<file path="src/mem_pkg.sv">
// Shared types and constants for the two-way data cache and its banked memory
package mem_pkg;

   typedef logic [15:0] word_t;   // Data word and full byte address
   typedef logic [4:0]  tag_t;    // addr[15:11]
   typedef logic [7:0]  index_t;  // addr[10:3]
   typedef logic [2:0]  offset_t; // addr[2:0], bit 0 must be zero
   typedef logic [1:0]  bank_t;   // Same as word-in-line bits

   localparam int LINE_WORDS = 4;

   // Controller to both ways
   typedef struct packed {
      tag_t        tag;
      index_t      index;
      logic [1:0]  word;
      word_t       wdata;
      logic        comp;      // Compare mode, else direct access
      logic        write;
      logic        valid_in;
      logic        dirty_in;
   } cache_req_t;

   // Each way back to controller and way select
   typedef struct packed {
      logic  hit;
      logic  valid;
      logic  dirty;
      tag_t  tag;
      word_t rdata;
   } way_stat_t;

   typedef struct packed {
      word_t addr;
      word_t wdata;
      logic  wr;
      logic  rd;
   } mem_req_t;

   typedef enum logic [2:0] {
      IDLE,
      WRITEBACK,
      REFILL,
      FILL_WAIT,
      FINISH
   } ctrl_state_t;

endpackage

</file>
<file path="src/cache_ctrl.sv">
// Cache controller FSM sequencing hits, write-backs and refills into registered outputs
`timescale 1ns/1ps

module cache_ctrl (
   input  logic                 clk,
   input  logic                 rst_n,
   input  mem_pkg::word_t       addr,
   input  mem_pkg::word_t       data_in,
   input  logic                 rd,
   input  logic                 wr,
   input  mem_pkg::way_stat_t   stat0,
   input  mem_pkg::way_stat_t   stat1,
   input  logic                 any_hit,
   input  logic                 hit_way,
   input  logic                 victim_way,
   input  mem_pkg::word_t       mem_rdata,
   input  logic                 mem_rvalid,
   input  logic [3:0]           bank_busy,
   output mem_pkg::cache_req_t  creq,
   output logic                 en0,
   output logic                 en1,
   output logic                 accept,
   output mem_pkg::mem_req_t    mreq,
   output mem_pkg::word_t       data_out,
   output logic                 done,
   output logic                 stall,
   output logic                 cache_hit,
   output logic                 err
);
   import mem_pkg::*;

   localparam logic [1:0] LAST_WORD = 2'(LINE_WORDS - 1);

   ctrl_state_t state_q;

   // Latched request and victim
   word_t      req_addr_q;
   word_t      req_data_q;
   logic       req_wr_q;
   logic       vic_q;
   tag_t       vic_tag_q;

   logic [1:0] iss_cnt_q;
   logic [1:0] ret_cnt_q;
   word_t      data_out_q;
   logic       done_q;
   logic       hit_q;
   logic       stall_q;
   logic       err_q;

   offset_t    in_off;
   logic       req_bad;
   logic       req_ok;
   word_t      cur_addr;
   tag_t       cur_tag;
   index_t     cur_index;
   bank_t      iss_bank;
   logic       can_issue;
   logic       vic_dirty;
   tag_t       vic_tag;
   word_t      vic_rdata;
   word_t      hit_rdata;

   // Decode of the incoming request
   assign in_off  = addr[2:0];
   assign req_bad = (state_q == IDLE) & ((rd & wr) | ((rd | wr) & in_off[0]));
   assign req_ok  = (state_q == IDLE) & (rd ^ wr) & ~in_off[0];
   assign accept  = req_ok;

   assign cur_addr  = (state_q == IDLE) ? addr : req_addr_q;
   assign cur_tag   = cur_addr[15:11];
   assign cur_index = cur_addr[10:3];

   assign iss_bank  = iss_cnt_q;  // Word n of a line sits in bank n
   assign can_issue = ~bank_busy[iss_bank];

   assign vic_dirty = victim_way ? (stat1.valid & stat1.dirty) : (stat0.valid & stat0.dirty);
   assign vic_tag   = victim_way ? stat1.tag : stat0.tag;
   assign vic_rdata = vic_q ? stat1.rdata : stat0.rdata;
   assign hit_rdata = hit_way ? stat1.rdata : stat0.rdata;

   always_comb begin
      creq       = '0;
      creq.tag   = cur_tag;
      creq.index = cur_index;
      creq.word  = cur_addr[2:1];
      en0        = 1'b0;
      en1        = 1'b0;
      mreq       = '0;
      case (state_q)
         IDLE: begin
            creq.comp  = 1'b1;
            creq.write = req_ok & wr;
            creq.wdata = data_in;
            en0        = req_ok;
            en1        = req_ok;
         end
         WRITEBACK: begin
            creq.word  = iss_cnt_q;  // Read victim word straight out
            en0        = ~vic_q;
            en1        = vic_q;
            mreq.addr  = {vic_tag_q, cur_index, iss_cnt_q, 1'b0};
            mreq.wdata = vic_rdata;
            mreq.wr    = can_issue;
         end
         REFILL, FILL_WAIT: begin
            mreq.addr     = {cur_tag, cur_index, iss_cnt_q, 1'b0};
            mreq.rd       = (state_q == REFILL) & can_issue;
            creq.word     = ret_cnt_q;
            creq.wdata    = mem_rdata;
            creq.write    = mem_rvalid;
            creq.valid_in = 1'b1;
            en0           = ~vic_q;
            en1           = vic_q;
         end
         FINISH: begin
            // Replay original access, now a hit
            creq.comp  = 1'b1;
            creq.write = req_wr_q;
            creq.wdata = req_data_q;
            en0        = 1'b1;
            en1        = 1'b1;
         end
         default: ;
      endcase
   end

   always_ff @(posedge clk) begin
      if (!rst_n) begin
         state_q   <= IDLE;
         done_q    <= 1'b0;
         hit_q     <= 1'b0;
         stall_q   <= 1'b0;
         err_q     <= 1'b0;
         iss_cnt_q <= '0;
         ret_cnt_q <= '0;
      end else begin
         done_q <= 1'b0;
         hit_q  <= 1'b0;
         err_q  <= req_bad;
         case (state_q)
            IDLE: begin
               if (req_ok && any_hit) begin
                  done_q <= 1'b1;
                  hit_q  <= 1'b1;
               end else if (req_ok) begin
                  stall_q <= 1'b1;
                  state_q <= vic_dirty ? WRITEBACK : REFILL;
               end
            end
            WRITEBACK: begin
               if (can_issue) begin
                  iss_cnt_q <= iss_cnt_q + 1'b1;
                  if (iss_cnt_q == LAST_WORD) begin
                     state_q <= REFILL;
                  end
               end
            end
            REFILL: begin
               if (can_issue) begin
                  iss_cnt_q <= iss_cnt_q + 1'b1;
                  if (iss_cnt_q == LAST_WORD) begin
                     state_q <= FILL_WAIT;
                  end
               end
               if (mem_rvalid) begin
                  ret_cnt_q <= ret_cnt_q + 1'b1;
               end
            end
            FILL_WAIT: begin
               if (mem_rvalid) begin
                  ret_cnt_q <= ret_cnt_q + 1'b1;
                  if (ret_cnt_q == LAST_WORD) begin
                     state_q <= FINISH;
                  end
               end
            end
            FINISH: begin
               done_q  <= 1'b1;
               stall_q <= 1'b0;  // Falls together with done
               state_q <= IDLE;
            end
            default: state_q <= IDLE;
         endcase
      end
   end

   always_ff @(posedge clk) begin
      if (req_ok) begin
         req_addr_q <= addr;
         req_data_q <= data_in;
         req_wr_q   <= wr;
         vic_q      <= victim_way;
         vic_tag_q  <= vic_tag;
      end
      if (req_ok && any_hit && rd) begin
         data_out_q <= hit_rdata;
      end else if (state_q == FINISH && !req_wr_q) begin
         data_out_q <= hit_rdata;
      end
   end

   assign data_out  = data_out_q;
   assign done      = done_q;
   assign stall     = stall_q;
   assign cache_hit = hit_q;
   assign err       = err_q;

endmodule

</file>
<file path="config.mk">
export PLATFORM = sky130hd
export DESIGN_NAME = cache_ctrl
export DESIGN_NICKNAME = d
export VERILOG_FILES = /design/src/mem_pkg.sv /design/src/cache_ctrl.sv
export SDC_FILE = /design/constraint.sdc
export NUM_CORES = 1
export LEC_CHECK = 0
export ABC_AREA = 1
export ABC_CLOCK_PERIOD_IN_PS = 3550
export BUFFER_PORTS_ARGS = -buffer_cell sky130_fd_sc_hd__buf_2
export CAP_MARGIN = 30
export CORE_MARGIN = 4
export CORE_UTILIZATION = 44
export DETAILED_ROUTE_END_ITERATION = 8
export PLACE_DENSITY_LB_ADDON = 0.12
export SLEW_MARGIN = 10
export SYNTH_ARGS = -nofsm -noshare
export SYNTH_HDL_FRONTEND = slang
export SYNTH_SLANG_ARGS = --single-unit
</file>
<file path="constraint.sdc">
create_clock -name clk -period 3.55 [get_ports clk]
set_input_delay 0.1775 -clock clk [delete_from_list [all_inputs] [get_ports clk]]
set_output_delay 0.1775 -clock clk [all_outputs]
set_load 0.05 [all_outputs]
</file>
## After elaboration in Yosys (flattened, before gate mapping)

Index checks and enable logic that the tools add are counted.

- Input port bits: 108
- Bits in registers: 66
- Word-level logic and storage cells: 95
- Output and inout bits: 92

- Reductions and logical operators: 16
- Bitwise logic cells: 15
- Multiplexer cells: 34
- Add/subtract/negate cells: 2
- Eq/ne operators: 14
- Magnitude comparators: 1

Operators by type and width:

| cell | count |
|---|---|
| $mux 16 | 5 |
| $pmux 16 s3 | 1 |
| $pmux 16 s2 | 1 |
| $mux 3 | 8 |
| $mux 17 | 1 |
| $ne 2x2->1 const B | 7 |
| $pmux 3 s4 | 1 |
| $and 1x1->1 | 9 |
| $pmux 1 s3 | 3 |
| $mux 1 | 8 |
| $reduce_and 8->1 | 1 |
| $eq 3x2->1 const B | 2 |
| $reduce_and 2->1 | 3 |
| $reduce_or 2->1 | 3 |
| $mux 5 | 1 |
| $add 2x1->2 const B | 2 |
| $eq 2x2->1 const B | 2 |
| $pmux 1 s2 | 2 |
| $pmux 2 s2 | 1 |
| $reduce_bool 2->1 | 2 |
| $eq 3x1->1 const B | 1 |
| $eq 3x3->1 const B | 1 |
| $logic_and 1x1->1 | 3 |
| $logic_not 3->1 | 1 |
| 10 further kinds | 13 |

## Logic depth before layout (Yosys ltp)

Gate-level depths: netlist (run 1).

- Depth after elaboration: 6
- Mapped depth: 9
- Gate-level depth less buffers: 9

## Worst setup path before layout (run 1)

No wires, ideal clock.

- Kind: reg2reg
- Start point: register state_q[1]
- End point: register data_out_q[0] (netlist: data_out[0]) (enable)
- Stages on the path, launching flop included: 6
- Required time: 3,155 ps
- Slack: -192 ps
- Period minus slack after synthesis: 3,742 ps
- Buffers on the path: 0
- Setup time: 395 ps
- Data arrival time: 3,347 ps
- Cell sequence: dfxtp_1 -> nor2_4 -> nand2_4 -> nor3_4 -> nand2_1 -> o22ai_1

- Word-level cells in the longest chain between the ends: 6
- Elaborated cells on any way between the ends: 8
- Those cells by class: eq/ne: 1; bitwise: 2; reduce/logical: 5

Ends and longest elaborated chain:

| element | RTL line | RTL |
|---|---|---|
| from (decl) | cache_ctrl.sv:34 | `ctrl_state_t state_q;` |
| from (signal assigned) | cache_ctrl.sv:148 | `state_q <= vic_dirty ? WRITEBACK : REFILL;` |
| $logic_not 3->1 | cache_ctrl.sv:67 | `assign req_ok = (state_q == IDLE) & (rd ^ wr) & ~in_off[0];` |
| $and 1x1->1 (2 in series) | cache_ctrl.sv:67 |  |
| via accept | cache_ctrl.sv:22 | `output logic accept,` |
| $logic_and 1x1->1 (2 in series) | cache_ctrl.sv:196 | `if (req_ok && any_hit && rd) begin` |
| $reduce_bool 2->1 (no source line) | n/a |  |
| to (signal assigned) | cache_ctrl.sv:197 | `data_out_q <= hit_rdata;` |
| to (signal assigned) | cache_ctrl.sv:199 | `data_out_q <= hit_rdata;` |
| to (decl) | cache_ctrl.sv:45 | `word_t data_out_q;` |

The timed path passes the listed nets, and every way through them passes these cells.
A chain may end at the register's enable or synchronous reset.

==> qor.tcl, run 1 <==
set qor(status) {finished clean}
set qor(syn-cell-area_mm2) 0.00349
set qor(y_dimension_of_the_die_um) 97.1
set qor(report.power.total_w) 0.00415
set qor(worst_clock_skew_ns) 0.00716
set qor(port_buffers) 195
set qor(netSwitchingPower_w) 0.00229
set qor(cts_post_setup_buffers_inserted) 0
set qor(comb_power_share_pct) 60.3
set qor(power.share.switching_pct) 55.2
set qor(gr-usage-met2_pct) 34.4
set qor(wirelength_um) 9440
set qor(numClockSinks) 65
set qor(critPathCaptureType) {output pin}
set qor(cts_htree_levels) 3
set qor(dr.first_iter.drc_count) 127
set qor(avgViaCountPerCell) 4.83
set qor(grt_setup_unrepaired) {no}
set qor(timing.critical_path.fanout_max) 40
set qor(postSynthAreaPerCell_um2) 9.18
set qor(holdBufCountCts) 0
set qor(initial_utilization_pct) 45.2
set qor(timing_worst_slew_pin_value_ns) 0.851
set qor(first_global_vias) 3103
set qor(hold_ws_ns) 0.0294
set qor(first_pass_grt_wire_length_um) 14900
set qor(drive_gt1_share_pct) 44.1
set qor(critPathArrivalTime_ns) 2.35
set qor(top_library_cells_by_usage_in_the_layout_fill_and_taps_aside) {195 x sky130_fd_sc_hd__buf_2, 130 x sky130_fd_sc_hd__nand2_1, 54 x sky130_fd_sc_hd__edfxtp_1, 28 x sky130_fd_sc_hd__nand3_1}
set qor(synthArstFlopShare_pct) 0
set qor(fin_nets) 683
set qor(worst-setup-path-type) {register to output pin}
set qor(p_leak_nw) 2.29
set qor(worst_skew_pair.late_latency_ns) 0.33
set qor(max_freq_mhz) 395
set qor(num_antenna_cells) 0
set qor(wl_per_cell_um) 13.9
set qor(clock_tree_from_tritoncts) {yes}
set qor(synth_edf_count) 54
set qor(post-route-drc-count) 0
set qor(min_period_over_period_pct) 71.2
set qor(count_of_placed_standard_cells_in_the_final_layout_fillers_left_out) 678
set qor(number_of_iterations_in_the_first_detailed_routing_pass) 4
set qor(max-vdd-ir-drop_mv) 0.669
set qor(grt_util_all_layers_pct) 19.5
set qor(share_seq_of_total_power_pct) 23.8
set qor(setup_tns_ns) 0
set qor(place_congestion) 0.915
set qor(dpl.hpwl_um) 7240
set qor(share_clk_of_total_power_pct) 15.9
set qor(layout.cells.most_common) {sky130_fd_sc_hd__buf_2}
set qor(cts.clk_slew.worst_paths_ns) 0.07
set qor(yosysSeqAreaShare_pct) 52.8
set qor(ys.warnings.count) 0
set qor(route.vias.total) 3274
set qor(area_growth_pct) 34.2
set qor(die_area_mm2) 0.00942
set qor(pre_cts_slack_ns) 1.33
set qor(tritoncts.num_buffers) 9
set qor(timing.critical_path.from_type) {register}
set qor(synth_seq_cells) 65
set qor(grt_start_max_net_pins) 41
set qor(overflow) 0
set qor(placed_instances) 662
set qor(worst-endpoint-required_ns) 3.37
set qor(grtUsageMet3_pct) 4.24
set qor(grt.busiest_layer) {met2}
set qor(post_synth_num_cell_types) 35
set qor(antenna_violating_nets_post_route) 0
set qor(power_density_mw_per_mm2) 886
set qor(maxCapViolations) 0
set qor(max_slew_headroom_pct) 43.3
set qor(synthesis.instances) 380
set qor(slew_violations) 0
set qor(nFillCells) 715
set qor(cts-resized-gates) 0
set qor(grt_util_met1_pct) 23.5
set qor(max-clock-path-buffers) 2
set qor(multi_input_comb_area_mm2) 0.00141
set qor(hold_path_class) {input port to register}
set qor(final_hold_viol_count) 0
set qor(antenna_found_initial) 1
set qor(register_area_mm2) 0.00184
set qor(top_level_port_count) 200
set qor(finalWorstSetupSlack_ns) 1.02
set qor(final_period_minus_worst_setup_slack_ns) 2.53
set qor(std_cell_rows) 32
set qor(fp.dieW_um) 97.1
set qor(cellInternalPower_w) 0.00186
set qor(clock-root-buffer) {sky130_fd_sc_hd__clkbuf_8}
set qor(yosys_most_used_dff) {sky130_fd_sc_hd__edfxtp_1}
set qor(setup_viol_count_final) 0
set qor(core_area_mm2) 0.00773
worst paths after layout:
kind / endpoint / slack (ns) / start / depth (start not counted)
max: creq[2] / 1.02 / state_q[1] / 7
min reg2reg: stall / 0.46 / stall / 1
min: req_data_q[10] / 0.03 / data_in[10] / 1
max reg2reg: data_out[1] / 1.45 / state_q[1] / 5
stage by stage:
stage / area (um^2) / util, %
after floorplan: 3500 / -
after global routing: 4680 / 60.6
final: 4680 / 60.6
after detailed placement: 4480 / 58.0
after CTS: 4680 / 60.6
after global placement: 4480 / 58.0
routing by layer:
metal  vias to the layer above  share of wire (%)
li1                       1647                  -
met1                      1473                 42
met2                       141                 49
met3                        11                8.1
met4                         2                1.2
met5                         -              0.074
registers in the layout (all words and copies together), names as in the netlist, 2 cells and up:
name        cells
data_out       16
req_data_q     16
req_addr_q     15
vic_tag_q       5
state_q         3
iss_bank        2
ret_cnt_q       2
cell families after synthesis:
family                     count (synthesis)  synth area share, %
xor gates and xnor gates                   1                0.251
AOI/OAI and AO/OA                         47                 8.43
muxes                                     16                 5.16
DFF                                       65                 52.8
adders and majority gates                  4                 1.43
buffers and inverters                     47                 7.10
and+or+nand+nor                          199                 24.7
other                                      1                0.107
power by group through the flow:
| stage | Clock [W] | Sequential [W] | Combinational [W] |
|---|---|---|---|
| 2_1_floorplan | 0 | 0.00103 | 0.00201 |
| 5_1_grt | 0.000706 | 0.000996 | 0.00268 |
| 6_report | 0.000659 | 0.000987 | 0.00250 |
| 4_1_cts | 0.000681 | 0.000988 | 0.00253 |
| 3_3_place_gp | 0 | 0.00100 | 0.00251 |
| 3_5_place_dp | 0 | 0.00100 | 0.00252 |
Yosys cell counts, types with 2 or more instances:
| cell | count | area (um^2) |
|---|---|---|
| sky130_fd_sc_hd__nand3_1 | 28 | 140 |
| sky130_fd_sc_hd__mux2_2 | 16 | 180 |
| sky130_fd_sc_hd__ha_1 | 4 | 50.1 |
| sky130_fd_sc_hd__inv_2 | 5 | 18.8 |
| sky130_fd_sc_hd__dfxtp_1 | 11 | 220 |
| sky130_fd_sc_hd__edfxtp_1 | 54 | 1620 |
| sky130_fd_sc_hd__buf_2 | 6 | 30.0 |
| sky130_fd_sc_hd__nor2_4 | 3 | 33.8 |
| sky130_fd_sc_hd__nor2_1 | 21 | 78.8 |
| sky130_fd_sc_hd__o21ai_2 | 3 | 26.3 |
| sky130_fd_sc_hd__inv_1 | 23 | 86.3 |
| sky130_fd_sc_hd__a21oi_1 | 23 | 115 |
| sky130_fd_sc_hd__o21ai_0 | 8 | 40.0 |
| sky130_fd_sc_hd__a22o_1 | 5 | 43.8 |
| sky130_fd_sc_hd__buf_4 | 4 | 30.0 |
| sky130_fd_sc_hd__clkbuf_1 | 2 | 7.51 |
| sky130_fd_sc_hd__o211ai_1 | 3 | 22.5 |
| sky130_fd_sc_hd__nand2_2 | 11 | 68.8 |
| sky130_fd_sc_hd__nor3_1 | 2 | 10.0 |
| sky130_fd_sc_hd__buf_6 | 4 | 45.0 |
| sky130_fd_sc_hd__nand2_1 | 130 | 488 |
cell type report:
class / instances / share of cell area, %
clock buffers: 13 / 2.97
clock inverters: 3 / 1.39
inverters: 30 / 2.46
multi-input cells: 269 / 30.1
flip-flops and latches: 65 / 39.3
well taps: 102 / 2.73
repair buffers: 196 / 21.0
worst max-delay path, cell delays in order, from the launching register on:
cell                       delay [ns]
sky130_fd_sc_hd__dfxtp_1         0.38
sky130_fd_sc_hd__nor2_4          0.19
sky130_fd_sc_hd__nand2_4         0.17
sky130_fd_sc_hd__nor3_4          0.22
sky130_fd_sc_hd__buf_4           0.46
sky130_fd_sc_hd__inv_2           0.11
sky130_fd_sc_hd__o211ai_1        0.18
sky130_fd_sc_hd__buf_2           0.29
Note: power is estimated with default switching activity, not from simulation.
==> inputs of run 2 (changes only) <==
--- a/config.mk
+++ b/config.mk
@@ -6,7 +6,7 @@
 export NUM_CORES = 1
 export LEC_CHECK = 0
 export ABC_AREA = 1
-export ABC_CLOCK_PERIOD_IN_PS = 3550
+export ABC_CLOCK_PERIOD_IN_PS = 2600
 export BUFFER_PORTS_ARGS = -buffer_cell sky130_fd_sc_hd__buf_2
 export CAP_MARGIN = 30
 export CORE_MARGIN = 4
==> constraint.sdc (replaced) <==
create_clock -name clk -period 2.6 [get_ports clk]
set_input_delay 0.13 -clock clk [delete_from_list [all_inputs] [get_ports clk]]
set_output_delay 0.13 -clock clk [all_outputs]
set_load 0.05 [all_outputs]
==> run 2 against run 1 <==
  * Setup slack lost 0.84 ns
  * Sequential share of layout area shrank 2.6 points
  * Final cell count grew 5.0%
  * Largest cell class unchanged
  * First-iteration DRC count shrank 9.4%
  * Final area grew 7.1%
==> qor.tcl, run 2 (same netlist as run 1, synthesis figures left out) <==
set qor(worst_clock_skew_ns) 0.00644 ;# -0.000726 ns
set qor(critPathArrivalTime_ns) 2.29 ;# -0.06 ns
set qor(max_freq_mhz) 414
set qor(wl_per_cell_um) 13.6 ;# -2.2%
set qor(max-vdd-ir-drop_mv) 0.690 ;# +3.0%
set qor(worst-setup-path-type) {input port to output pin}
set qor(antenna_found_initial) 0 ;# -1
set qor(final_period_minus_worst_setup_slack_ns) 2.42
set qor(timing.critical_path.fanout_max) 40 ;# unchanged
set qor(nFillCells) 664 ;# -7.1%
set qor(setup_viol_count_final) 0 ;# unchanged
set qor(placed_cell_area_mm2) 0.00450 ;# +0.56%
set qor(max-clock-path-buffers) 2 ;# unchanged
set qor(worst_path_max_delay_cell) {sky130_fd_sc_hd__dlygate4sd3_1}
set qor(max_slew_headroom_pct) 58.2 ;# +15 points
set qor(numClockSinks) 65 ;# unchanged
set qor(area_growth_pct) 43.7
set qor(number_of_iterations_in_the_first_detailed_routing_pass) 5 ;# +1
set qor(min_period_over_period_pct) 93.0
set qor(setup_tns_ns) 0 ;# unchanged
set qor(slew_violations) 0 ;# unchanged
set qor(postLayoutCoreUtil_pct) 64.9 ;# +4.3 points
set qor(worst_skew_pair.late_latency_ns) 0.33 ;# about the same
set qor(place_congestion) 0.783 ;# -14%
set qor(layout.cells.most_common) {sky130_fd_sc_hd__buf_2}
set qor(tritoncts.num_buffers) 9 ;# unchanged
set qor(timing.critical_path.from_type) {input port}
set qor(port_buffers) 195 ;# unchanged
set qor(fp.dieW_um) 97.1 ;# unchanged
set qor(antenna_violating_nets_post_route) 0 ;# unchanged
set qor(y_dimension_of_the_die_um) 97.1 ;# unchanged
set qor(critPathCaptureType) {output pin}
set qor(hold_path_class) {input port to register}
set qor(power_density_mw_per_mm2) 1130 ;# +27%
set qor(cts_post_setup_buffers_inserted) 0 ;# unchanged
set qor(avgViaCountPerCell) 4.87 ;# +0.90%
set qor(final_design_area_no_fill_mm2) 0.00502 ;# +7.1%
set qor(cts_htree_levels) 3 ;# unchanged
set qor(worst-path-buf-inv) 7 ;# +4
set qor(dpl.hpwl_um) 7220 ;# -0.29%
set qor(register_area_mm2) 0.00184 ;# +0.14%
set qor(final_hold_viol_count) 0 ;# unchanged
set qor(maxCapViolations) 0 ;# unchanged
set qor(cts.clk_slew.worst_paths_ns) 0.07 ;# about the same
set qor(cpPeakStageDelay_ns) 0.54 ;# +0.08 ns
set qor(grt_util_all_layers_pct) 20.2 ;# +0.75 points
set qor(timing.critical_path.cells) {dlygate4sd3_1 > buf_2 > inv_1 > ha_1 > inv_1 > nor3_4 > buf_6 > inv_2 > o211ai_1 > buf_2}
set qor(die_area_mm2) 0.00942 ;# unchanged
set qor(multi_input_comb_area_mm2) 0.00142 ;# +0.53%
set qor(std_cell_rows) 32 ;# unchanged
set qor(grt_start_max_net_pins) 41 ;# unchanged
set qor(clock_tree_from_tritoncts) {yes}
set qor(top_library_cells_by_usage_in_the_layout_fill_and_taps_aside) {195 x sky130_fd_sc_hd__buf_2, 130 x sky130_fd_sc_hd__nand2_1, 54 x sky130_fd_sc_hd__edfxtp_1, 32 x sky130_fd_sc_hd__dlygate4sd3_1, 28 x sky130_fd_sc_hd__nand3_1}
set qor(first_pass_grt_wire_length_um) 15600 ;# +5.0%
set qor(status) {finished clean}
set qor(worst_path_dominant_cell_family) {buffers and inverters}
set qor(num_antenna_cells) 0 ;# unchanged
set qor(p_leak_nw) 2.43 ;# +6.1%
set qor(clock-root-buffer) {sky130_fd_sc_hd__clkbuf_8}
set qor(drive_gt1_share_pct) 42.5 ;# -1.6 points
set qor(top_level_port_count) 200 ;# unchanged
set qor(core_area_mm2) 0.00773 ;# unchanged
set qor(dr.first_iter.drc_count) 115 ;# -9.4%
set qor(first_global_vias) 3401 ;# +9.6%
set qor(fin_nets) 717 ;# +5.0%
set qor(post-route-drc-count) 0 ;# unchanged
set qor(grt_setup_unrepaired) {no}
set qor(route.vias.total) 3469 ;# +6.0%
set qor(overflow) 0 ;# unchanged
set qor(wirelength_um) 9690 ;# +2.7%
set qor(worst-endpoint-required_ns) 2.47 ;# -0.90 ns
set qor(initial_utilization_pct) 45.2 ;# unchanged
set qor(timing_worst_slew_pin_value_ns) 0.625 ;# -0.225 ns
run 2: changes by cell type in the layout (fill, tap and decap cells not counted), sizes merged:
cell / previous run / this run
bufinv: 2 / 1
dlygate4sd3: 0 / 32
clkinv: 2 / 4
clkbuf: 13 / 12
buf: 196 / 198
run 2: stage by stage:
step	setup slack (ns)	std cells	hold WS, ns	total power, W
after floorplan	-0.766	381	0.229	0.00417
after global placement	0.497	664	0.322	0.00479
after detailed placement	0.446	664	0.324	0.00483
after CTS	0.0187	712	0.0509	0.00570
after global routing	0.0465	712	0.0642	0.00596
final	0.182	712	0.0684	0.00565
run 2: path summary, 6_finish.rpt:
check | startpoint | to | slack [ns] | cells past startpoint
setup / recovery | wr | creq[2] | 0.18 | 10
hold / removal | stat0[19] | vic_tag_q[3] | 0.07 | 3
setup reg to reg | state_q[0] | data_out[11] | 0.67 | 5
hold reg to reg | stall | stall | 0.48 | 1
run 2: power breakdown:
part           internal (W)  total, W  switching, W  leakage (nW)
sequential          0.00128   0.00134     0.0000636         0.587
combinational      0.000766   0.00348       0.00272          1.75
clock              0.000463  0.000826      0.000363        0.0978
total               0.00251   0.00565       0.00315          2.43
run 2: cell type report:
class	count	area share [%]
tap	102	2.54
clock inverter	4	0.873
inverter	30	2.29
clock buffer	12	2.89
timing repair buffer	230	26.4
sequential	65	36.8
multi-input combinational	269	28.3
run 2: layer usage:
layer	wire length, um	part of all wire, %	track usage, %	up-vias
met5	0	0	0	-
met1	3800	39	23.5	1579
met3	819	8.4	4.74	21
li1	-	-	-	1721
met2	4830	50	35.5	148
met4	251	2.6	8.96	0
run 2: worst reg2reg max path: stages (launching register included):
cell	delay, ns
sky130_fd_sc_hd__dfxtp_2	0.35
sky130_fd_sc_hd__nor2_4	0.17
sky130_fd_sc_hd__nand2_4	0.19
sky130_fd_sc_hd__nor3_4	0.26
sky130_fd_sc_hd__nand2_1	0.15
sky130_fd_sc_hd__o22ai_4	0.46
run 2: what timing repair did:
item | in CTS | in global routing
endpoints found under the hold margin | 32 | 0
resized for setup | 0 | 1
hold buffers | 32 | 0
setup endpoints to repair | 0 | 3
==> inputs of run 3 (changes only) <==
--- a/config.mk
+++ b/config.mk
@@ -6,7 +6,7 @@
 export NUM_CORES = 1
 export LEC_CHECK = 0
 export ABC_AREA = 1
-export ABC_CLOCK_PERIOD_IN_PS = 2600
+export ABC_CLOCK_PERIOD_IN_PS = 2400
 export BUFFER_PORTS_ARGS = -buffer_cell sky130_fd_sc_hd__buf_2
 export CAP_MARGIN = 30
 export CORE_MARGIN = 4
==> constraint.sdc (replaced) <==
create_clock -name clk -period 2.4 [get_ports clk]
set_input_delay 0.12 -clock clk [delete_from_list [all_inputs] [get_ports clk]]
set_output_delay 0.12 -clock clk [all_outputs]
set_load 0.05 [all_outputs]
==> run 3 against run 2 <==
  * Sequential cell count stayed put
  * Sequential power grew 9%
  * Non-clock buffer count grew 1
  * Die area is the same
  * Via count down 0.35%
  * Sequential share of layout area is 0.21 points lower
  * Critical path type unchanged
  * Critical endpoint unchanged
  * Largest cell class unchanged
  * Largest power group unchanged
  * Highest routed layer unchanged
==> qor.tcl, run 3 (same netlist as run 1, synthesis figures left out) <==
set qor(status) {finished clean}
set qor(avgViaCountPerCell) 4.85 ;# -0.49%
set qor(max-vdd-ir-drop_mv) 0.767 ;# +11%
set qor(cts_htree_levels) 3 ;# unchanged
set qor(grt_util_all_layers_pct) 20.4 ;# +0.13 points
set qor(grt_start_max_net_pins) 36 ;# -12%
set qor(worst_path_dominant_cell_family) {buffers and inverters}
set qor(worst-setup-path-type) {input port to output pin}
set qor(std_cell_rows) 32 ;# unchanged
set qor(route.vias.total) 3457 ;# -0.35%
set qor(die_area_mm2) 0.00942 ;# unchanged
set qor(power.share.switching_pct) 55.1 ;# -0.56 points
set qor(clock_tree_from_tritoncts) {yes}
set qor(maxCapViolations) 0 ;# unchanged
set qor(final_period_minus_worst_setup_slack_ns) 2.24
set qor(y_dimension_of_the_die_um) 97.1 ;# unchanged
set qor(power_density_mw_per_mm2) 1230 ;# +9.5%
set qor(setup_tns_ns) 0 ;# unchanged
set qor(timing.critical_path.fanout_max) 21 ;# -48%
set qor(worst_clock_skew_ns) 0.00579 ;# -0.000650 ns
set qor(placed_cell_area_mm2) 0.00451 ;# +0.17%
set qor(share_clk_of_total_power_pct) 15.8 ;# +1.2 points
set qor(core_area_mm2) 0.00773 ;# unchanged
set qor(worst-path-buf-inv) 7 ;# unchanged
set qor(cellInternalPower_w) 0.00280 ;# +12%
set qor(netSwitchingPower_w) 0.00343 ;# +9.1%
set qor(min_period_over_period_pct) 93.5
set qor(p_leak_nw) 2.45 ;# +0.55%
set qor(worstReg2RegStart) {state_q[0]}
set qor(wl_per_cell_um) 13.7 ;# +0.81%
set qor(place_congestion) 0.794 ;# +1.4%
set qor(worst_hold_path.num_cells) 3 ;# unchanged
set qor(max_slew_headroom_pct) 57.7 ;# -0.48 points
set qor(comb_power_share_pct) 60.8 ;# -0.8 points
set qor(timing.critical_path.from_type) {input port}
set qor(regToRegSetupSlack_ns) 0.47 ;# -0.20 ns
set qor(num_antenna_cells) 0 ;# unchanged
set qor(timing_worst_slew_pin_value_ns) 0.633 ;# +0.00715 ns
set qor(fin_nets) 718 ;# +0.14%
set qor(final_hold_viol_count) 0 ;# unchanged
set qor(tritoncts.num_buffers) 9 ;# unchanged
set qor(antenna_found_initial) 0 ;# unchanged
set qor(top_level_port_count) 200 ;# unchanged
set qor(wirelength_um) 9790 ;# +0.95%
set qor(worst_skew_pair.late_latency_ns) 0.33 ;# about the same
set qor(max_freq_mhz) 445
set qor(clock-root-buffer) {sky130_fd_sc_hd__clkbuf_8}
set qor(rr_endpoint) {data_out[12]}
set qor(hold_ws_ns) 0.0517 ;# -0.0167 ns
set qor(slew_violations) 0 ;# unchanged
set qor(cpPeakStageDelay_ns) 0.53 ;# about the same
set qor(layout.cells.most_common) {sky130_fd_sc_hd__buf_2}
set qor(fp.dieW_um) 97.1 ;# unchanged
set qor(crit_end) {creq[2]}
set qor(critPathCaptureType) {output pin}
set qor(first_pass_grt_wire_length_um) 15900 ;# +1.6%
set qor(cts.clk_slew.worst_paths_ns) 0.07 ;# about the same
set qor(max-clock-path-buffers) 2 ;# unchanged
set qor(report.power.total_w) 0.00623 ;# +10%
set qor(dr.first_iter.drc_count) 102 ;# -11%
set qor(hold_path_class) {input port to register}
set qor(worst-endpoint-required_ns) 2.28 ;# -0.19 ns
set qor(worst_path_max_delay_cell) {sky130_fd_sc_hd__dlygate4sd3_1}
set qor(area_growth_pct) 44.6
set qor(initial_utilization_pct) 45.2 ;# unchanged
set qor(cts_post_setup_buffers_inserted) 0 ;# unchanged
set qor(critical_path_depth) 10 ;# unchanged
set qor(numClockSinks) 65 ;# unchanged
set qor(top_library_cells_by_usage_in_the_layout_fill_and_taps_aside) {195 x sky130_fd_sc_hd__buf_2, 130 x sky130_fd_sc_hd__nand2_1, 54 x sky130_fd_sc_hd__edfxtp_1, 32 x sky130_fd_sc_hd__dlygate4sd3_1, 28 x sky130_fd_sc_hd__nand3_1}
set qor(share_seq_of_total_power_pct) 23.4 ;# -0.3 points
set qor(reg2reg_depth) 5 ;# unchanged
set qor(critPathArrivalTime_ns) 2.12 ;# -0.17 ns
set qor(number_of_iterations_in_the_first_detailed_routing_pass) 5 ;# unchanged
set qor(antenna_violating_nets_post_route) 0 ;# unchanged
set qor(final_design_area_no_fill_mm2) 0.00504 ;# +0.57%
set qor(overflow) 0 ;# unchanged
set qor(first_global_vias) 3385 ;# -0.47%
set qor(post-route-drc-count) 0 ;# unchanged
set qor(grt_setup_unrepaired) {no}
set qor(port_buffers) 195 ;# unchanged
set qor(timing.critical_path.cells) {dlygate4sd3_1 > buf_2 > inv_1 > ha_1 > inv_1 > nor3_4 > buf_6 > inv_2 > o211ai_1 > buf_2}
set qor(setup_viol_count_final) 0 ;# unchanged
set qor(drive_gt1_share_pct) 42.9 ;# +0.42 points
set qor(dpl.hpwl_um) 7260 ;# +0.60%
set qor(worstSetupStartpoint) {wr}
## run 3: layout make-up
| class | count | area (um^2) |
|---|---|---|
| Timing Repair Buffer | 231 | 1330 |
| Tap cell | 102 | 128 |
| Inverter | 30 | 115 |
| Sequential cell | 65 | 1840 |
| Clock buffer | 10 | 128 |
| Clock inverter | 6 | 82.6 |
| Multi-Input combinational cell | 269 | 1420 |
| Fill cell | 666 | 2680 |
## run 3: how the worst min path moves through the flow
stage	slack (ns)	from	endpoint
4_1_cts	0.04	stat0[18]	vic_tag_q[2]
2_1_floorplan	0.22	addr[10]	req_addr_q[10]
3_3_place_gp	0.31	data_in[14]	req_data_q[14]
3_5_place_dp	0.31	data_in[11]	req_data_q[11]
5_1_grt	0.05	stat0[18]	vic_tag_q[2]
6_report	0.05	stat0[18]	vic_tag_q[2]
## run 3: what timing repair did
| item | 4_1_cts | 5_1_grt |
|---|---|---|
| endpoints found under the hold margin | 32 | 0 |
| gates resized for setup | 0 | 1 |
| endpoints found under the setup margin | 0 | 1 |
| hold buffers | 32 | 0 |
## run 3: through the flow
step | cells | setup WS, ns | util, %
floorplan | 381 | -0.966 | -
global placement | 665 | 0.509 | 58.4
detailed placement | 665 | 0.469 | 58.4
CTS | 713 | 0.0649 | 65.2
global route | 713 | 0.0226 | 65.3
finish | 713 | 0.155 | 65.3
## run 3: worst reg2reg max path, stage by stage, from the launching register on
cell and delay, ns:
sky130_fd_sc_hd__dfxtp_2 0.36, sky130_fd_sc_hd__nor2_4 0.17, sky130_fd_sc_hd__nand2_4 0.18, sky130_fd_sc_hd__nor3_4 0.25, sky130_fd_sc_hd__nand2_1 0.15, sky130_fd_sc_hd__o22ai_4 0.46
## run 3: per-layer routing
metal	share of wire [%]	GRT usage, %	routed length (um)
met3	8.8	5.38	858
met1	41	24.3	4020
met4	1.5	7.45	151
met2	49	35.2	4760
met5	0	0	0
## run 3: power by group through the flow
stage | Clock [W] | Sequential, W | Combinational (W)
after CTS | 0.00101 | 0.00145 | 0.00381
final | 0.000987 | 0.00146 | 0.00379
after floorplan | 0 | 0.00153 | 0.00299
after detailed placement | 0 | 0.00148 | 0.00376
after global routing | 0.00106 | 0.00147 | 0.00405
after global placement | 0 | 0.00147 | 0.00372
